### src/hw/fifo_bridge_cfg.svh
`ifndef FIFO_BRIDGE_CFG_SVH
`define FIFO_BRIDGE_CFG_SVH

////////////////////////////////////////////////////////////
// Bridge sizing
////////////////////////////////////////////////////////////

// Host FIFO word width in bits
`define BRIDGE_WORD_W 32

// Seven-segment digits on the board
`define BRIDGE_DIGITS 6

// One nibble per digit
`define BRIDGE_COUNT_W (4 * `BRIDGE_DIGITS)

`endif

### src/hw/fifo_bridge_pkg.sv
`include "fifo_bridge_cfg.svh"

package fifo_bridge_pkg;

	// One host FIFO word
	typedef logic [`BRIDGE_WORD_W-1:0] word_t;

	// Forwarded-word count, wraps at full width
	typedef logic [`BRIDGE_COUNT_W-1:0] count_t;

	// Segment pattern, active low, bit 0 is segment a
	typedef logic [6:0] seg_t;

	// Inbound pop sequence
	typedef enum logic [2:0] {
		RX_IDLE,
		RX_POP,
		RX_WAIT_DATA,
		RX_SETTLE_1,
		RX_SETTLE_2
	} rx_state_t;

	// Outbound push sequence
	typedef enum logic [1:0] {
		TX_IDLE,
		TX_PUSH,
		TX_RECOVER
	} tx_state_t;

endpackage

### src/hw/fifo_rx_reader.sv
`timescale 1ns/1ns
`include "fifo_bridge_cfg.svh"

module fifo_rx_reader
	import fifo_bridge_pkg::*;
(
	input  logic  CLOCK_50,
	input  logic  arst_n,
	input  logic  h2f_empty,
	input  word_t h2f_readdata,
	input  logic  hold_valid,
	output logic  h2f_read,
	output word_t rx_word,
	output logic  rx_strobe
);

	rx_state_t state;

	////////////////////////////////////////////////////////////
	// Pop sequence
	////////////////////////////////////////////////////////////

	// Idle -> pop -> wait -> settle -> settle -> idle
	// Five cycles minimum between pops
	always_ff @(posedge CLOCK_50 or negedge arst_n)
	begin
		if (!arst_n)
		begin
			state <= RX_IDLE;
		end
		else
		begin
			case (state)
				RX_IDLE:
				begin
					// Data waiting and stage free
					if (!h2f_empty && !hold_valid)
					begin
						state <= RX_POP;
					end
				end
				RX_POP:       state <= RX_WAIT_DATA;
				RX_WAIT_DATA: state <= RX_SETTLE_1;
				RX_SETTLE_1:  state <= RX_SETTLE_2;
				RX_SETTLE_2:  state <= RX_IDLE;
				default:      state <= RX_IDLE;
			endcase
		end
	end

	// Single-cycle read request
	assign h2f_read = (state == RX_POP);

	// Word valid since the cycle after the pop
	// Sampled at the edge leaving wait_data
	always_ff @(posedge CLOCK_50)
	begin
		if (state == RX_WAIT_DATA)
		begin
			rx_word <= h2f_readdata;
		end
	end

	// Captured word is on rx_word during settle_1
	assign rx_strobe = (state == RX_SETTLE_1);

	////////////////////////////////////////////////////////////
	// Checks
	////////////////////////////////////////////////////////////

	// Pop only decided on a non-empty FIFO
	a_no_pop_when_empty: assert property (
		@(posedge CLOCK_50) disable iff (!arst_n)
		$rose(h2f_read) |-> !$past(h2f_empty)
	);

	// Read strobe is one cycle wide
	a_read_single_cycle: assert property (
		@(posedge CLOCK_50) disable iff (!arst_n)
		h2f_read |=> !h2f_read
	);

endmodule

### src/hw/word_filter.sv
`timescale 1ns/1ns
`include "fifo_bridge_cfg.svh"

module word_filter
	import fifo_bridge_pkg::*;
(
	input  logic  CLOCK_50,
	input  logic  arst_n,
	input  word_t rx_word,
	input  logic  rx_strobe,
	input  logic  hold_taken,
	output word_t hold_word,
	output logic  hold_valid
);

	logic keep_word;

	// Zero words never go out
	assign keep_word = rx_strobe && (rx_word != {`BRIDGE_WORD_W{1'b0}});

	// One-word stage payload
	always_ff @(posedge CLOCK_50)
	begin
		if (keep_word)
		begin
			hold_word <= rx_word;
		end
	end

	// Valid until the writer takes it
	always_ff @(posedge CLOCK_50 or negedge arst_n)
	begin
		if (!arst_n)
		begin
			hold_valid <= 1'b0;
		end
		else if (keep_word)
		begin
			hold_valid <= 1'b1;
		end
		else if (hold_taken)
		begin
			hold_valid <= 1'b0;
		end
	end

	////////////////////////////////////////////////////////////
	// Checks
	////////////////////////////////////////////////////////////

	// Reader holds off while the stage is full
	a_no_strobe_when_held: assert property (
		@(posedge CLOCK_50) disable iff (!arst_n)
		rx_strobe |-> !hold_valid
	);

	// Writer only takes a held word
	a_take_needs_valid: assert property (
		@(posedge CLOCK_50) disable iff (!arst_n)
		hold_taken |-> hold_valid
	);

endmodule

### src/hw/fifo_tx_writer.sv
`timescale 1ns/1ns
`include "fifo_bridge_cfg.svh"

module fifo_tx_writer
	import fifo_bridge_pkg::*;
(
	input  logic   CLOCK_50,
	input  logic   arst_n,
	input  word_t  hold_word,
	input  logic   hold_valid,
	input  logic   f2h_full,
	output logic   f2h_write,
	output word_t  f2h_writedata,
	output logic   hold_taken,
	output count_t fwd_count
);

	tx_state_t state;
	logic      start_push;

	// Held word and room downstream
	assign start_push = (state == TX_IDLE) && hold_valid && !f2h_full;

	////////////////////////////////////////////////////////////
	// Push sequence and count
	////////////////////////////////////////////////////////////

	always_ff @(posedge CLOCK_50 or negedge arst_n)
	begin
		if (!arst_n)
		begin
			state     <= TX_IDLE;
			fwd_count <= '0;
		end
		else
		begin
			case (state)
				TX_IDLE:
				begin
					if (start_push)
					begin
						state     <= TX_PUSH;
						// Wraps at count_t width
						fwd_count <= fwd_count + 1'b1;
					end
				end
				// Filter drops hold_valid during recover
				TX_PUSH:    state <= TX_RECOVER;
				TX_RECOVER: state <= TX_IDLE;
				default:    state <= TX_IDLE;
			endcase
		end
	end

	// Outbound data latched with the push decision
	always_ff @(posedge CLOCK_50)
	begin
		if (start_push)
		begin
			f2h_writedata <= hold_word;
		end
	end

	// Write and take share the push cycle
	assign f2h_write  = (state == TX_PUSH);
	assign hold_taken = (state == TX_PUSH);

	// Full seen at the deciding edge blocks the write
	a_no_write_when_full: assert property (
		@(posedge CLOCK_50) disable iff (!arst_n)
		f2h_write |-> !$past(f2h_full)
	);

endmodule

### src/hw/hex_display.sv
`timescale 1ns/1ns
`include "fifo_bridge_cfg.svh"

module hex_display
	import fifo_bridge_pkg::*;
(
	input  count_t fwd_count,
	output seg_t   hex0,
	output seg_t   hex1,
	output seg_t   hex2,
	output seg_t   hex3,
	output seg_t   hex4,
	output seg_t   hex5
);

	seg_t digit [`BRIDGE_DIGITS];

	////////////////////////////////////////////////////////////
	// Nibble to glyph
	////////////////////////////////////////////////////////////

	// Bit order gfedcba, a zero lights the segment
	function automatic seg_t hex_glyph(input logic [3:0] nib);
		seg_t glyph;
		case (nib)
			4'h0: glyph = 7'h40;
			4'h1: glyph = 7'h79;
			4'h2: glyph = 7'h24;
			4'h3: glyph = 7'h30;
			4'h4: glyph = 7'h19;
			4'h5: glyph = 7'h12;
			4'h6: glyph = 7'h02;
			4'h7: glyph = 7'h78;
			4'h8: glyph = 7'h00;
			4'h9: glyph = 7'h10;
			// Letters A to F, b and d lower case
			4'hA: glyph = 7'h08;
			4'hB: glyph = 7'h03;
			4'hC: glyph = 7'h46;
			4'hD: glyph = 7'h21;
			4'hE: glyph = 7'h06;
			4'hF: glyph = 7'h0E;
			default: glyph = 7'h7F;
		endcase
		return glyph;
	endfunction

	// One nibble per digit, digit 0 least significant
	always_comb
	begin
		for (int i = 0; i < `BRIDGE_DIGITS; i++)
		begin
			digit[i] = hex_glyph(fwd_count[4*i +: 4]);
		end
	end

	// Board digits
	assign hex0 = digit[0];
	assign hex1 = digit[1];
	assign hex2 = digit[2];
	assign hex3 = digit[3];
	assign hex4 = digit[4];
	assign hex5 = digit[5];

endmodule

### src/hw/fifo_bridge.sv
`timescale 1ns/1ns

module fifo_bridge
	import fifo_bridge_pkg::*;
(
	input  logic  CLOCK_50,
	input  logic  arst_n,
	// Host-to-fabric FIFO
	input  logic  h2f_empty,
	input  word_t h2f_readdata,
	output logic  h2f_read,
	// Fabric-to-host FIFO
	input  logic  f2h_full,
	output logic  f2h_write,
	output word_t f2h_writedata,
	// Count display
	output seg_t  hex0,
	output seg_t  hex1,
	output seg_t  hex2,
	output seg_t  hex3,
	output seg_t  hex4,
	output seg_t  hex5
);

	word_t  rx_word;
	logic   rx_strobe;
	word_t  hold_word;
	logic   hold_valid;
	logic   hold_taken;
	count_t fwd_count;

	// Inbound pop, stalls on a full stage
	fifo_rx_reader u_reader (
		.CLOCK_50     (CLOCK_50),
		.arst_n       (arst_n),
		.h2f_empty    (h2f_empty),
		.h2f_readdata (h2f_readdata),
		.hold_valid   (hold_valid),
		.h2f_read     (h2f_read),
		.rx_word      (rx_word),
		.rx_strobe    (rx_strobe)
	);

	// Zero drop and one-word stage
	word_filter u_filter (
		.CLOCK_50   (CLOCK_50),
		.arst_n     (arst_n),
		.rx_word    (rx_word),
		.rx_strobe  (rx_strobe),
		.hold_taken (hold_taken),
		.hold_word  (hold_word),
		.hold_valid (hold_valid)
	);

	// Outbound push and count
	fifo_tx_writer u_writer (
		.CLOCK_50      (CLOCK_50),
		.arst_n        (arst_n),
		.hold_word     (hold_word),
		.hold_valid    (hold_valid),
		.f2h_full      (f2h_full),
		.f2h_write     (f2h_write),
		.f2h_writedata (f2h_writedata),
		.hold_taken    (hold_taken),
		.fwd_count     (fwd_count)
	);

	hex_display u_display (
		.fwd_count (fwd_count),
		.hex0      (hex0),
		.hex1      (hex1),
		.hex2      (hex2),
		.hex3      (hex3),
		.hex4      (hex4),
		.hex5      (hex5)
	);

endmodule

### config.mk
export PLATFORM = sky130hd
export DESIGN_NAME = fifo_bridge
export DESIGN_NICKNAME = d
export VERILOG_FILES = /design/src/hw/fifo_bridge_pkg.sv /design/src/hw/fifo_rx_reader.sv /design/src/hw/word_filter.sv /design/src/hw/fifo_tx_writer.sv /design/src/hw/hex_display.sv /design/src/hw/fifo_bridge.sv
export VERILOG_INCLUDE_DIRS = /design/src /design/src/hw
export SDC_FILE = /design/constraint.sdc
export NUM_CORES = 1
export LEC_CHECK = 0
export ABC_AREA = 1
export BUFFER_PORTS_ARGS = -buffer_cell sky130_fd_sc_hd__buf_2
export CORE_ASPECT_RATIO = 2
export CORE_UTILIZATION = 45
export CTS_BUF_LIST = sky130_fd_sc_hd__clkbuf_8
export DETAILED_ROUTE_END_ITERATION = 12
export PLACE_DENSITY = 0.67
export SETUP_SLACK_MARGIN = 0.15
export SLEW_MARGIN = 20
export SYNTH_ARGS = -nofsm -noshare
export SYNTH_HDL_FRONTEND = slang
export SYNTH_SLANG_ARGS = --single-unit
export TNS_END_PERCENT = 100
### constraint.sdc
create_clock -name CLOCK_50 -period 6.8 [get_ports CLOCK_50]
set_clock_uncertainty 0.1 [all_clocks]
set_input_delay 0.34 -clock CLOCK_50 [delete_from_list [all_inputs] [get_ports CLOCK_50]]
set_output_delay 0.34 -clock CLOCK_50 [all_outputs]
set_load 0.03 [all_outputs]
==> impl_metrics.json <==
{
  "worstHoldPathCells": 4,
  "power_density_mw_per_mm2": 367,
  "cp_max_fo": 10,
  "grt_max_degree": 42,
  "die_w_um": 82.9,
  "synthToLayoutAreaGrowth_pct": 23.9,
  "yosysTopAreaCellShare_pct": 49.0,
  "fmax_mhz": 411,
  "cp.arrival_ns": 1.99,
  "hold_buffers": 33,
  "hold_end": "u_writer.state[0]",
  "synth_edf_count": 96,
  "ys_types": 33,
  "cts_buffers": 17,
  "r2r-end": "u_filter.hold_word[10]",
  "setup-violations-final": 0,
  "critPathMaxStageDelay_ns": 0.61,
  "antenna_found_initial": 0,
  "track_usage_pct": 19.1,
  "min_from": "f2h_full",
  "ys_top_cells_by_area": "edfxtp_1, dfrtp_1, ha_1",
  "drt-wirelength-per-cell_um": 14.5,
  "portBuffers": 111,
  "insertion_delay_ns": 0.42,
  "crit_required_ns": 6.36,
  "rows": 58,
  "slew_violations": 0,
  "status": "completed",
  "hold_viol": 0,
  "viasPerCell": 5.05,
  "drive_gt1_share_pct": 23.0,
  "fin_crit_sh_pct": 35.8,
  "r2r_cells": 6,
  "drv_cap": 0,
  "r2r_slack_ns": 4.62,
  "startpoint_type": "flop",
  "path_clk_slew_ns": 0.08,
  "fin_nets": 755,
  "cts_root_buf": "clkbuf_8",
  "die_area_mm2": 0.0136,
  "clk_path_buf_depth": 2,
  "avgSynthCellArea_um2": 11.1,
  "ir_drop_v": 0.000311,
  "synth_seq_cells": 126,
  "tightest_slew_ns": 1.13,
  "cts_sinks": 126,
  "crit_family": "flip-flops",
  "start_util_pct": 46.6,
  "overflow": 0,
  "ctsHtreeMaxLevel": 4,
  "path_cells": "clkinv_1 > nand2_1 > o211ai_1 > o31ai_1 > buf_2",
  "hpwl_um": 8700,
  "ios": 112,
  "firstDrtPassIters": 5,
  "place.gp.congestion": 0.856,
  "fin_crit_ns": 2.43,
  "antenna_left": 0,
  "hp-class": "input pin to flop",
  "synth_cells": 531,
  "drt_iter0_markers": 209,
  "syn_area_mm2": 0.00588,
  "rsz0062_at_grt": "no",
  "synth.yosys.seq_area_share_pct": 61.7,
  "synth_fp_nets": 603,
  "cts_resized": 0,
  "wl_um": 12300,
  "tns_ns": 0,
  "grt_pass1_vias": 4364,
  "grt_pass1_wl_um": 20000,
  "yosysWarnings": 0,
  "relSlewSlack_pct": 24.3,
  "path_class": "flop to output port",
  "worstSetupEndpointType": "output port",
  "vias": 4270,
  "cts_tree": "done",
  "route.detailed.drc": 0,
  "core-area_mm2": 0.0126,
  "yosys.area.top_type": "edfxtp_1",
  "die_h_um": 164,
  "leakage_nw": 3.18,
  "antenna_cells": 0,
  "synthFlopType": "edfxtp_1",
  "worstReg2RegStart": "u_reader.rx_word[7]",
  "synthArstFlopShare_pct": 23.8,
  "fin_util_pct": 57.7,
  "crit_path_top_delay_cell": "dfrtp_1",
  "path_buf_inv": 2,
  "postCtsSetupRepairBufs": 0
}
final cells by class:
cell class                      instances  area [um2]
Clock buffer                           17         234
Clock inverter                         14         168
Fill cell                            1072        5340
Inverter                               57         214
Multi-Input combinational cell        335        1950
Sequential cell                       126        3630
Tap cell                              150         188
Timing Repair Buffer                  146         901
layout by cell type (no fill, tap or decap), drive strengths merged, types with 21 or more instances in the layout:
cell / count
buf: 113
nand2: 112
dlygate4sd3: 33
edfxtp: 96
ha: 36
o21ai: 21
nand3: 37
inv: 60
dfrtp: 30
nor2: 66
registers in the layout, summed over array words and instances, names as in the netlist:
register	cells
u_filter.hold_word	32
u_reader.rx_word	32
u_writer.f2h_writedata	32
u_writer.fwd_count	24
u_reader.state	3
u_writer.state	2
u_filter.hold_valid	1
per-layer routing:
layer  part of all wire (%)  global-route usage (%)  vias up
met5                      0                       0        -
met4                    2.6                    9.17        0
met3                    5.1                    4.62       21
met2                     58                    38.1      152
met1                     34                    17.5     1989
li1                       -                       -     2108
power breakdown:
group          switching, mW  internal [mW]  total (mW)
logic                  0.592          0.230       0.821
registers              0.126           1.08        1.20
clock network          0.292          0.361       0.654
total                   1.01           1.67        2.68
cell usage after synthesis, types with 2 or more instances:
cell and instances:
nand2_2 3, nand2_1 107, o31ai_1 4, dfrtp_1 30
inv_1 55, a211oi_1 5, nand2_4 2, xor2_1 14
nand4_1 7, nor3_1 2, nand3_1 36, a21oi_1 7
nor2_4 5, o21ai_0 21, edfxtp_1 96, o22ai_1 6
nor2_1 58, nor2_2 3, ha_1 36, o2111ai_1 5
o211ai_1 6, a41oi_1 3, buf_2 8, buf_6 3
logic make-up (layout without fill, tap and decap cells):
family,after synthesis,in the layout,synth area share (%)
XOR/XNOR,14,14,2.08
flip-flops,126,126,61.7
adder cells (fa/ha/maj),36,36,7.65
AND/OR/NAND/NOR,225,225,16.9
AO/OA/AOI/OAI,60,60,6.55
buffers and inverters,70,234,5.08
how the worst max path moves through the flow:
stage	cells after the start	end	slack (ns)	start
after floorplan	3	u_reader.rx_word[0]	4.39	u_reader.state[0]
after CTS	5	hex0[1]	4.33	u_writer.fwd_count[2]
after detailed placement	6	u_filter.hold_word[0]	4.63	u_reader.rx_word[5]
final	5	hex0[1]	4.37	u_writer.fwd_count[2]
after global placement	6	u_filter.hold_word[2]	4.74	u_reader.rx_word[3]
after global routing	7	hex4[0]	4.21	u_writer.fwd_count[17]
worst reg2reg max path, delay by kind of cell, from the launching register on:
kind	cells	cell delay [ns]
compound gates	1	0.24
flops	1	0.42
simple gates	4	0.43
buf+inv	1	0.54
metrics by stage:
step,power [mW],instances,hold slack (ns),setup WS [ns],cell area [um2]
6_report,2.68,845,0.132,4.37,7290
5_1_grt,2.82,845,0.125,4.21,7290
4_1_cts,2.70,845,0.104,4.33,7290
3_5_place_dp,2.03,781,0.305,4.63,6560
3_3_place_gp,2.00,781,0.300,4.74,6560
2_1_floorplan,1.80,531,-0.0556,4.39,5880
Note: power is estimated with default switching activity, not from simulation.
